File: src/include/core_settings.svh
`ifndef CORE_SETTINGS_SVH
`define CORE_SETTINGS_SVH

// byte address of the very first instruction fetch
`define CORE_RESET_PC 16'h0000

// general purpose registers held inside decode
`define CORE_NUM_REGS 8

`endif

File: src/rtl/corePkg.sv
package corePkg;

   // data and instruction words share one width
   typedef logic [15:0] word_t;
   // byte address, always word aligned
   typedef logic [15:0] addr_t;
   typedef logic [2:0] regAddr_t;
   // major opcode from instr[15:11]
   typedef logic [4:0] opcode_t;
   // register-register function from instr[1:0]
   typedef logic [1:0] aluFunc_t;

   localparam opcode_t OP_HALT = 5'b00000;
   localparam opcode_t OP_NOP = 5'b00001;
   localparam opcode_t OP_J = 5'b00100;
   localparam opcode_t OP_ADDI = 5'b01000;
   // branch group, low two bits pick the condition on Rs
   localparam opcode_t OP_BEQZ = 5'b01100;
   localparam opcode_t OP_BNEZ = 5'b01101;
   localparam opcode_t OP_BLTZ = 5'b01110;
   localparam opcode_t OP_BGEZ = 5'b01111;
   localparam opcode_t OP_ST = 5'b10000;
   localparam opcode_t OP_LD = 5'b10001;
   localparam opcode_t OP_LBI = 5'b11000;
   localparam opcode_t OP_ALU = 5'b11011;

   localparam aluFunc_t FN_ADD = 2'b00;
   localparam aluFunc_t FN_SUB = 2'b01;
   localparam aluFunc_t FN_AND = 2'b10;
   localparam aluFunc_t FN_XOR = 2'b11;

   // fetch side, idle / bus read outstanding / word held for decode
   typedef enum logic [1:0] {F_IDLE, F_REQ, F_HOLD} fetchState_t;

   // execute side, idle / writeback cycle / data bus access
   typedef enum logic [1:0] {E_IDLE, E_ALU, E_MEM} execState_t;

endpackage

File: src/rtl/coreIfs.sv
`timescale 1ns/100ps

// wishbone classic, one master and one slave per instance
interface wbBus;
   logic cyc;
   logic stb;
   logic we;
   corePkg::addr_t adr;
   corePkg::word_t datWr;
   corePkg::word_t datRd;
   logic ack;

   modport master (output cyc, stb, we, adr, datWr, input datRd, ack);
   modport slave (input cyc, stb, we, adr, datWr, output datRd, ack);
endinterface

// fetch to decode handoff, redirect flows back toward fetch
interface instrLink;
   logic valid;
   corePkg::word_t instr;
   corePkg::addr_t pc;
   logic ready;
   logic redirect;
   corePkg::addr_t target;

   modport fetch (output valid, instr, pc, input ready, redirect, target);
   modport decode (input valid, instr, pc, output ready, redirect, target);
endinterface

File: src/rtl/fetch.sv
`timescale 1ns/100ps
`include "core_settings.svh"

module fetch (
   input logic clk,
   input logic rst,
   wbBus.master bus,
   instrLink.fetch link
);
   corePkg::fetchState_t state;
   // address of the word being read or held
   corePkg::addr_t pc;
   corePkg::word_t held;
   // low through the first cycle out of reset
   logic started;
   logic xfer;

   assign xfer = link.valid & link.ready;

   // read only master, request held steady while in F_REQ
   assign bus.cyc = (state == corePkg::F_REQ);
   assign bus.stb = (state == corePkg::F_REQ);
   assign bus.we = 1'b0;
   assign bus.adr = pc;
   assign bus.datWr = '0;

   assign link.valid = (state == corePkg::F_HOLD);
   assign link.instr = held;
   assign link.pc = pc;

   always_ff @(posedge clk) begin
      if (rst) begin
         state <= corePkg::F_IDLE;
         pc <= `CORE_RESET_PC;
         started <= 1'b0;
      end else begin
         case (state)
            corePkg::F_IDLE: begin
               // one quiet cycle after reset, then the first read
               started <= 1'b1;
               if (started) begin
                  state <= corePkg::F_REQ;
               end
            end
            corePkg::F_REQ: begin
               // address stays put until ack
               if (bus.ack) begin
                  held <= bus.datRd;
                  state <= corePkg::F_HOLD;
               end
            end
            corePkg::F_HOLD: begin
               // next sequential read starts right after the handoff
               if (xfer) begin
                  pc <= link.redirect ? link.target : pc + 16'd2;
                  state <= corePkg::F_REQ;
               end
            end
            default: state <= corePkg::F_IDLE;
         endcase
      end
   end

endmodule

File: src/rtl/decode.sv
`timescale 1ns/100ps
`include "core_settings.svh"

module decode (
   input logic clk,
   input logic rst,
   instrLink.decode link,
   input logic busy,
   input logic wbEn,
   input corePkg::regAddr_t wbAddr,
   input corePkg::word_t wbData,
   output logic issue,
   output corePkg::opcode_t op,
   output corePkg::aluFunc_t aluFunc,
   output corePkg::regAddr_t dest,
   output corePkg::word_t operandA,
   output corePkg::word_t operandB,
   output corePkg::word_t storeData,
   output logic halted
);
   corePkg::word_t regs [`CORE_NUM_REGS];
   corePkg::opcode_t opc;
   corePkg::regAddr_t rs, rt, rd, destSel;
   corePkg::word_t rsVal, rtVal, imm8, imm5, imm11, opBSel;
   logic pending;
   corePkg::regAddr_t pendDest;
   logic xfer, isBranch, isJump, isHalt, taken, zeroFlag, signFlag;
   logic writesReg, doesIssue;

   // field split straight off the link
   assign opc = link.instr[15:11];
   assign rs = link.instr[10:8];
   assign rt = link.instr[7:5];
   assign rd = link.instr[4:2];
   assign imm8 = {{8{link.instr[7]}}, link.instr[7:0]};
   assign imm5 = {{11{link.instr[4]}}, link.instr[4:0]};
   assign imm11 = {{5{link.instr[10]}}, link.instr[10:0]};

   // two async reads, regs are already up to date at handoff
   assign rsVal = regs[rs];
   assign rtVal = regs[rt];

   // one instruction at a time, wait out execute and its writeback
   assign link.ready = ~halted & ~busy & ~pending & ~issue;
   assign xfer = link.valid & link.ready;

   assign isBranch = (opc[4:2] == 3'b011);
   assign isJump = (opc == corePkg::OP_J);
   assign isHalt = (opc == corePkg::OP_HALT);
   assign zeroFlag = (rsVal == '0);
   assign signFlag = rsVal[15];

   always_comb begin
      case (opc[1:0])
         2'b00: taken = zeroFlag;
         2'b01: taken = ~zeroFlag;
         2'b10: taken = signFlag;
         default: taken = ~signFlag;
      endcase
   end

   // halt parks fetch on its own address so nothing past it is read
   assign link.redirect = xfer & ((isBranch & taken) | isJump | isHalt);
   assign link.target = isHalt ? link.pc : link.pc + 16'd2 + (isJump ? imm11 : imm8);

   assign writesReg = (opc == corePkg::OP_ALU) | (opc == corePkg::OP_ADDI) |
                      (opc == corePkg::OP_LBI) | (opc == corePkg::OP_LD);
   assign doesIssue = writesReg | (opc == corePkg::OP_ST);

   // destination and second operand per format
   always_comb begin
      case (opc)
         corePkg::OP_ALU: begin
            destSel = rd;
            opBSel = rtVal;
         end
         corePkg::OP_LD, corePkg::OP_ST: begin
            destSel = rt;
            opBSel = imm5;
         end
         default: begin
            // LBI and ADDI target Rs
            destSel = rs;
            opBSel = imm8;
         end
      endcase
   end

   always_ff @(posedge clk) begin
      if (wbEn) begin
         regs[wbAddr] <= wbData;
      end
   end

   always_ff @(posedge clk) begin
      if (rst) begin
         issue <= 1'b0;
         pending <= 1'b0;
         halted <= 1'b0;
      end else begin
         issue <= xfer & doesIssue;
         if (xfer & isHalt) begin
            halted <= 1'b1;
         end
         // block the next handoff until this register lands
         if (xfer & writesReg) begin
            pending <= 1'b1;
            pendDest <= destSel;
         end else if (wbEn && (wbAddr == pendDest)) begin
            pending <= 1'b0;
         end
      end
   end

   // operands for execute, held until the next handoff
   always_ff @(posedge clk) begin
      if (xfer) begin
         op <= opc;
         aluFunc <= link.instr[1:0];
         dest <= destSel;
         operandA <= rsVal;
         operandB <= opBSel;
         storeData <= rtVal;
      end
   end

endmodule

File: src/rtl/execute.sv
`timescale 1ns/100ps

module execute (
   input logic clk,
   input logic rst,
   input logic issue,
   input corePkg::opcode_t op,
   input corePkg::aluFunc_t aluFunc,
   input corePkg::regAddr_t dest,
   input corePkg::word_t operandA,
   input corePkg::word_t operandB,
   input corePkg::word_t storeData,
   wbBus.master bus,
   output logic busy,
   output logic wbEn,
   output corePkg::regAddr_t wbAddr,
   output corePkg::word_t wbData
);
   corePkg::execState_t state;
   corePkg::word_t result;
   logic isMem;
   // latched bus request for the whole access
   corePkg::addr_t memAddr;
   corePkg::word_t memData;
   logic memWe;

   assign isMem = (op == corePkg::OP_LD) | (op == corePkg::OP_ST);

   // one adder also forms the load/store address
   always_comb begin
      case (op)
         corePkg::OP_LBI: result = operandB;
         corePkg::OP_ALU: begin
            case (aluFunc)
               corePkg::FN_ADD: result = operandA + operandB;
               // Rs minus Rt
               corePkg::FN_SUB: result = operandA - operandB;
               corePkg::FN_AND: result = operandA & operandB;
               default: result = operandA ^ operandB;
            endcase
         end
         default: result = operandA + operandB;
      endcase
   end

   assign busy = (state != corePkg::E_IDLE);

   assign bus.cyc = (state == corePkg::E_MEM);
   assign bus.stb = (state == corePkg::E_MEM);
   assign bus.we = memWe;
   assign bus.adr = memAddr;
   assign bus.datWr = memData;

   always_ff @(posedge clk) begin
      if (rst) begin
         state <= corePkg::E_IDLE;
         wbEn <= 1'b0;
      end else begin
         // single cycle strobe
         wbEn <= 1'b0;
         case (state)
            corePkg::E_IDLE: begin
               if (issue) begin
                  wbAddr <= dest;
                  if (isMem) begin
                     memAddr <= result;
                     memData <= storeData;
                     memWe <= (op == corePkg::OP_ST);
                     state <= corePkg::E_MEM;
                  end else begin
                     wbEn <= 1'b1;
                     wbData <= result;
                     state <= corePkg::E_ALU;
                  end
               end
            end
            corePkg::E_ALU: begin
               // writeback is on the bus this cycle
               state <= corePkg::E_IDLE;
            end
            corePkg::E_MEM: begin
               // slave may stretch this as long as it likes
               if (bus.ack) begin
                  state <= corePkg::E_IDLE;
                  if (!memWe) begin
                     wbEn <= 1'b1;
                     wbData <= bus.datRd;
                  end
               end
            end
            default: state <= corePkg::E_IDLE;
         endcase
      end
   end

endmodule

File: src/rtl/wbArbiter.sv
`timescale 1ns/100ps

module wbArbiter (
   input logic clk,
   input logic rst,
   wbBus.slave fetchBus,
   wbBus.slave dataBus,
   output logic cyc,
   output logic stb,
   output logic we,
   output corePkg::addr_t adr,
   output corePkg::word_t datWr,
   input corePkg::word_t datRd,
   input logic ack
);
   // grant held across wait states
   logic owned;
   logic ownerData;
   // current selection, data side when set
   logic selData;

   // free bus goes to execute first, otherwise stay with the owner
   assign selData = owned ? ownerData : dataBus.cyc;

   // plain mux, no added cycle
   always_comb begin
      if (selData) begin
         cyc = dataBus.cyc;
         stb = dataBus.stb;
         we = dataBus.we;
         adr = dataBus.adr;
         datWr = dataBus.datWr;
      end else begin
         cyc = fetchBus.cyc;
         stb = fetchBus.stb;
         we = fetchBus.we;
         adr = fetchBus.adr;
         datWr = fetchBus.datWr;
      end
   end

   // the master that lost sees neither ack nor data
   assign dataBus.ack = selData & ack;
   assign fetchBus.ack = ~selData & ack;
   assign dataBus.datRd = selData ? datRd : '0;
   assign fetchBus.datRd = selData ? '0 : datRd;

   always_ff @(posedge clk) begin
      if (rst) begin
         owned <= 1'b0;
         ownerData <= 1'b0;
      end else if (owned) begin
         if (ack) begin
            owned <= 1'b0;
         end
      end else if (cyc && !ack) begin
         // zero wait access finishes without locking
         owned <= 1'b1;
         ownerData <= selData;
      end
   end

endmodule

File: src/rtl/cpuTop.sv
`timescale 1ns/100ps

module cpuTop (
   input logic clk,
   input logic rst,
   output logic wbCyc,
   output logic wbStb,
   output logic wbWe,
   output corePkg::addr_t wbAdr,
   output corePkg::word_t wbDatWr,
   input corePkg::word_t wbDatRd,
   input logic wbAck,
   output logic halted
);
   wbBus fetchBus ();
   wbBus dataBus ();
   instrLink link ();

   // decode to execute
   logic issue;
   corePkg::opcode_t op;
   corePkg::aluFunc_t aluFunc;
   corePkg::regAddr_t dest;
   corePkg::word_t operandA, operandB, storeData;
   // execute back to decode
   logic busy, wbEn;
   corePkg::regAddr_t wbAddr;
   corePkg::word_t wbData;

   fetch fetch0 (
      .clk(clk), .rst(rst), .bus(fetchBus), .link(link)
   );

   decode decode0 (
      .clk(clk), .rst(rst), .link(link),
      .busy(busy), .wbEn(wbEn), .wbAddr(wbAddr), .wbData(wbData),
      .issue(issue), .op(op), .aluFunc(aluFunc), .dest(dest),
      .operandA(operandA), .operandB(operandB), .storeData(storeData),
      .halted(halted)
   );

   execute execute0 (
      .clk(clk), .rst(rst), .issue(issue), .op(op), .aluFunc(aluFunc), .dest(dest),
      .operandA(operandA), .operandB(operandB), .storeData(storeData),
      .bus(dataBus), .busy(busy), .wbEn(wbEn), .wbAddr(wbAddr), .wbData(wbData)
   );

   // execute beats fetch on the shared memory bus
   wbArbiter arb0 (
      .clk(clk), .rst(rst), .fetchBus(fetchBus), .dataBus(dataBus),
      .cyc(wbCyc), .stb(wbStb), .we(wbWe), .adr(wbAdr), .datWr(wbDatWr),
      .datRd(wbDatRd), .ack(wbAck)
   );

endmodule

File: config.mk
export PLATFORM = sky130hd
export DESIGN_NAME = cpuTop
export DESIGN_NICKNAME = d
export VERILOG_FILES = /design/src/rtl/corePkg.sv /design/src/rtl/coreIfs.sv /design/src/rtl/fetch.sv /design/src/rtl/decode.sv /design/src/rtl/execute.sv /design/src/rtl/wbArbiter.sv /design/src/rtl/cpuTop.sv
export VERILOG_INCLUDE_DIRS = /design/src /design/src/include
export SDC_FILE = /design/constraint.sdc
export NUM_CORES = 1
export LEC_CHECK = 0
export ABC_AREA = 0
export ABC_CLOCK_PERIOD_IN_PS = 4000
export BUFFER_PORTS_ARGS = -buffer_cell sky130_fd_sc_hd__buf_2
export CAP_MARGIN = 20
export CORE_ASPECT_RATIO = 1.25
export CORE_UTILIZATION = 40
export CTS_CLUSTER_SIZE = 16
export DETAILED_ROUTE_END_ITERATION = 8
export SLEW_MARGIN = 20
export SYNTH_ARGS = -nofsm -noshare
export SYNTH_HDL_FRONTEND = slang
export SYNTH_SLANG_ARGS = --single-unit
File: constraint.sdc
create_clock -name clk -period 4 [get_ports clk]
set_clock_uncertainty 0.1 [all_clocks]
set_input_delay 0.8 -clock clk [delete_from_list [all_inputs] [get_ports clk]]
set_output_delay 0.8 -clock clk [all_outputs]
set_load 0.01 [all_outputs]
# Word-level counts from Yosys, hierarchy flattened
# Memories as Yosys holds them, arrays and structs flattened. A register that Yosys moved wholly into a read port is not among the register bits.
# Index checks and enable logic that the tools add are counted.
[totals]
ff_bits = 156
ramBits = 128
in_bits = 19
output_inout_bits = 36
word_cells = 149
mem_count = 1
[memory_table]
columns = ["memory", "words", "word_bits", "read_ports", "rd_ports_with_merged_regs", "write_ports", "line_no", "source"]
rows = [
  ["decode0.regs", 8, 16, 2, 2, 1, "decode.sv:21", "corePkg::word_t regs [`CORE_NUM_REGS];"],
]
[op_classes]
n_addsub = 4
n_eq_ne = 27
n_mux = 43
bitwise = 29
reduce_logical = 22
[ops]
columns = ["cell", "n"]
rows = [
  ["two-way mux 16 bit", 10],
  ["case mux 16 bit (2 select lines)", 3],
  ["case mux 16 bit (3 select lines)", 1],
  ["equality test 5 bit (second input constant)", 8],
  ["adder 16 bit", 2],
  ["adder 16 x 2 -> 16 bit (second input constant)", 1],
  ["bitwise AND 16 bit", 1],
  ["logical NOT 16 bit", 1],
  ["subtractor 16 bit", 1],
  ["XOR 16 bit", 1],
  ["two-way mux 1 bit", 14],
  ["!= test 2 bit (second input constant)", 7],
  ["two-way mux 2 bit", 6],
  ["two-way mux 3 bit", 4],
  ["AND reduction 3 bit", 4],
  ["bitwise AND 1 bit", 11],
  ["NOT 1 bit", 9],
  ["equality test 2 bit (second input constant)", 4],
  ["logical NOT 2 bit", 4],
  ["bitwise OR 1 bit", 7],
  ["equality test 2 x 1 -> 1 bit (second input constant)", 3],
  ["case mux 2 bit (3 select lines)", 1],
  ["case mux 3 bit (2 select lines)", 1],
  ["AND reduction 2 bit", 3],
  ["other kinds (15)", 18],
]

# Depth between registers and ports, before layout
[depth]
depth_word = 9
ltp_mapped = 16
depth_no_buf = 15

# Modules after synthesis
# Synthesis repeated with hierarchy kept, for this count alone.
[hier_totals]
cells_unflattened = 1371
area_unflattened_um2 = 16509.6
[by_module_without_submodules]
columns = ["mod", "n_inst", "cells_each", "area_each_um2", "seq_area_each_um2"]
rows = [
  ["decode", 1, 606, 9415.3, 5735.5],
  ["execute", 1, 474, 4366.7, 1621.6],
  ["fetch", 1, 204, 1943.1, 860.8],
  ["wbArbiter", 1, 87, 784.5, 40.0],
]

# Worst setup path before layout
# OpenSTA, ideal clock, no wires.
[synth_timing]
kind = "reg-to-reg"
from = "register fetch0.pc[1], in the netlist fetch0.bus.adr[1]"
to = "register fetch0.pc[15], in the netlist fetch0.bus.adr[15]"
setup_time_ps = 123
arrival_ps = 3539
required_time_ps = 3777
slack_ps = 238
path_stages_with_launch = 17
path_buffers = 1
period_less_slack_ps = 3762
path_cell_list = "dfxtp_1 -> ha_1 -> and3_1 -> and3_1 -> clkbuf_1 -> nand3_1 -> xnor2_1 -> ha_1 -> a21oi_1 -> o21ai_0 -> a221oi_2 -> o21bai_1 -> a21o_1 -> a2111o_1 -> nand4_1 -> mux2i_1 -> mux2_1"
[synth_between]
elab_chain_len = 4
[synth_lines]
columns = ["item", "line_no", "source"]
rows = [
  ["start, declared", "fetch.sv:12", "corePkg::addr_t pc;"],
  ["start signal, assigned", "fetch.sv:34", "pc <= `CORE_RESET_PC;"],
  ["start signal, assigned", "fetch.sv:55", "pc <= link.redirect ? link.target : pc + 16'd2;"],
  ["adder 16 x 2 -> 16 bit *", "fetch.sv:55, decode.sv:64", ""],
  ["adder 16 bit", "decode.sv:64", "assign link.target = isHalt ? link.pc : link.pc + 16'd2 + (isJump ? imm11 : imm8);"],
  ["two-way mux 16 bit", "decode.sv:64", ""],
  ["two-way mux 16 bit *", "fetch.sv:55", ""],
]
# Every way passes the cells marked *; elsewhere a longest branch is shown, timed or not. The select of a mux whose other input is x is not followed.
# A chain may end at the register's enable or synchronous reset.

# Final worst setup path
[layout_timing]
from = "register fetch0.pc[2], in the netlist fetch0.bus.adr[2]"
to = "register fetch0.pc[15], in the netlist fetch0.bus.adr[15]"
# The elaborated chain is that of the path after synthesis.

==> results.txt <==
----------------------------------------------------
[Run status]
  Run status ... finished clean

[Final layout]
  Share of post-route cells with drive strength above 1 ... between 20% and 30%
  Number of filler instances in the final layout ... around 3500
  Final nets ... between 1000 and 1500
  Area occupied by registers ... 8380 sq um
  Non-filler cells, final ... about 1800
  Area growth from synthesis to layout ... 12.5%
  # diodes ... 0
  Footprint of the multi-input gates ... a little under 7000 sq um

[Clock network]
  Clock buffer count from CTS ... 28
  Number of buffers between clock root and the deepest sink ... 3
  Clock H-tree levels ... 1
  Clock transition at path regs ... around 0.070 ns
  Clock Root Buffer ... clkbuf_16
  Sinks on the clock net ... 290
  Quantity of hold-fixing buffers added after cts ... 0
  Clk Latency, worst-skew pair ... roughly 0.57 ns
  TritonCTS clock tree ... built

[Timing]
  Peak clock frequency supported by timing ... about 260 MHz
  Tmin final ... ~3.8 ns
  Setup_tns ... 0 ns
  Share of the cycle needed by the critical path after routing ... 95.0%
  Pins over their slew limit ... 0
  Final Hold Viols ... 0
  Final Setup Violations ... 0
  RSZ-0062 raised after global routing ... false
  Worst-margin pin slew ... ~0.99 ns
  Worst rel slew slack ... about a third

[Yosys]
  Netlist cell types ... 80
  Number of synthesized flops with an enable pin ... roughly 260
  Share of async-settable or async-resettable flops after synthesis ... 0%
  Top_reg_cell synth ... edfxtp_1
  Mapped cell area ... roughly 16000 sq um
  Yosys Warn Count ... 0
  Cell count after synthesis ... 1243
  Sequential area share after synthesis ... 53.8%
  Count of state elements after synthesis ... slightly below 300
  Avg Inst Size Synth ... between 10 and 15 sq um
  Syn_nets ... approximately 1300

[Place]
  Placer Congestion ... between 0.9 and 1
  Buffers added on ports ... 54
  DP Wirelength ... between 30 and 40 mm
  Inst Count DP ... 1769

[Power and ir drop]
  Ratio of total power to cell area ... about 370 nW/um^2
  Maximum resistive drop on vdd ... around 0.26 mV
  P_leak ... roughly 0.0062 uW

[Floorplanning]
  Num ports ... 55
  Site row count ... 80
  Horizontal extent of the die ... ~180 microns
  Vertical die dimension ... between 200 and 250 microns
  Die area ... approximately 40000 sq um
  CORE AREA ... approximately 38000 sq um
  Initial core utilization ... approximately two fifths

[Worst hold path]
  Path category of the worst min-delay check ... reg2reg

[Global routing]
  Congestion Overflow GR ... 0
  Total routing usage reported by global routing ... 22.2%
  Via count of the first global-routing pass ... around 10000
  Global-route wire length before repair ... 65.4 mm
  Maximum number of pins on one net before global-route repair ... 46
  Antenna violations before repair ... 0

[Worst setup path]
  Kind of start point of the critical path ... flop
  Cells traversed along the worst timing path ... ha_1 > and3_1 > and3_1 > nand3_1 > xnor2_2 > ha_1 > a21oi_1 > o21ai_0 > a221oi_2 > o21bai_1 > a21o_1 > a2111o_1 > nand4_1 > mux2i_1 > mux2_1
  Stage delay of the slowest cell on the critical path ... roughly 0.4 ns
  CP Max Fanout ... 5
  Library cell contributing the largest single delay on the critical path ... a2111o_1
  Kind of critical path ... reg2reg
  Type of element capturing the critical path ... flop
  Required time worst endpoint ... around 4.4 ns
  Arr. time, crit path ... ~4.1 ns

[Route]
  DRC violation count after routing ... 0
  ANT nets after route ... 0
  Initial DRT Pass Iterations ... 5
  Wirelength per Cell ... roughly 24 microns
  Total vias in the final route ... between 10000 and 15000
  Violation count after the first detailed-routing iteration ... approximately 940
  Routed wire length ... roughly 44 mm
  Detail-routed via count per cell ... 5.87

[Run]
  Max-capacitance violation count ... 0

----------------------------------------------------
-- cell usage in the layout, fill, tap and decap left out, types with 42 or more instances in the layout --
master,instances
edfxtp_1,257
nand2_1,101
mux4_2,63
buf_2,54
ha_1,47
o21ai_0,42
buf_4,51
a21oi_1,60
nor2_1,76
inv_1,42
mux2_2,49
-- path summary, 6_finish.rpt --
| check | start | to | slack, ns | cells past startpoint |
|---|---|---|---|---|
| hold / removal | decode0.dest[1] | execute0.wbAddr[1] | 0.31 | 0 |
| hold reg to reg | decode0.dest[1] | execute0.wbAddr[1] | 0.31 | 0 |
| setup reg to reg | fetch0.bus.adr[2] | fetch0.bus.adr[15] | 0.20 | 15 |
| setup / recovery | fetch0.bus.adr[2] | fetch0.bus.adr[15] | 0.20 | 15 |
-- Yosys cell counts, types with 14 or more instances --
| cell type | instances | area (sq um) |
|---|---|---|
| nor4_1 | 27 | 169 |
| nor2_1 | 77 | 289 |
| dfxtp_1 | 33 | 661 |
| nor3_1 | 23 | 115 |
| mux4_2 | 63 | 1420 |
| nand2_1 | 101 | 379 |
| clkbuf_1 | 51 | 191 |
| a22o_1 | 15 | 131 |
| nor2b_1 | 26 | 163 |
| edfxtp_1 | 257 | 7720 |
| ha_1 | 47 | 588 |
| inv_1 | 43 | 161 |
| nand3_1 | 28 | 140 |
| xnor2_1 | 32 | 280 |
| a211oi_1 | 14 | 105 |
| and2_1 | 19 | 119 |
| o21ai_0 | 42 | 210 |
| mux2_2 | 49 | 552 |
| nand2b_1 | 16 | 100 |
| a21oi_1 | 62 | 310 |
-- logic make-up after synthesis --
kind of cell    Yosys count  synth area share (%)
compound gates          249                  11.1
xor+xnor                 45                  2.53
fa+ha+maj                50                  4.16
buf+inv                 114                  2.91
flops                   290                  53.8
mux                     126                  13.6
simple gates            369                  11.9
-- final cells by class --
type	count	share of cell area, %
Multi-Input combinational cell	839	38.7
Inverter	44	0.943
Tap cell	492	3.51
Sequential cell	290	47.8
Clock buffer	32	4.21
Timing Repair Buffer	105	3.73
Clock inverter	20	1.03
-- metrics by stage --
step	area (sq um)	setup slack (ns)	total power [uW]	hold WS, ns	utilization (%)
2_1_floorplan	15600	0.238	3750	0.300	-
3_3_place_gp	16600	0.134	3910	0.303	43.4
3_5_place_dp	16600	0.151	3910	0.305	43.4
4_1_cts	17500	0.106	6590	0.316	45.8
5_1_grt	17500	0.0122	6750	0.322	45.8
6_report	17500	0.201	6550	0.312	45.8
-- report_power, final --
group / switching, uW / leakage, uW / internal (uW)
registers: 47.0 / 0.00258 / 3310
clock network: 1180 / 0.000443 / 1520
logic: 277 / 0.00322 / 223
-- layer usage --
metal  track usage [%]  vias to the layer above  wire length [microns]
li1                  -                     4923                      -
met1              27.2                     5394                  17400
met2              40.3                      331                  23000
met3              2.36                       56                   1900
met4              6.81                        0                   1200
met5                 0                        -                      0
-- critical path: cells and delay by family (launching register included) --
family	cells	cell delay, ns
simple gates	4	0.65
fa+ha+maj	2	0.55
xor+xnor	1	0.19
mux	2	0.54
flops	1	0.37
compound gates	6	1.31
-- state kept, by name, summed over array words and instances (netlist names), 2 cells and up, named ones only --
register and flops:
decode0.operandB 16, execute0.wbData 16, execute0.bus.datWr 16, decode0.pendDest 3, execute0.bus.adr 16, decode0.dest 3
decode0.storeData 16, decode0.aluFunc 2, fetch0.link.instr 16, fetch0.state 2, fetch0.bus.adr 16, decode0.regs 128
decode0.op 5, execute0.wbAddr 3, execute0.state 2, decode0.operandA 16
-- repair_timing --
item / in CTS / in global routing
endpoints found under the setup margin: 0 / 1
buffers inserted: 0 / 1
gates resized for setup: 0 / 1
(Power assumes the default switching activity.)
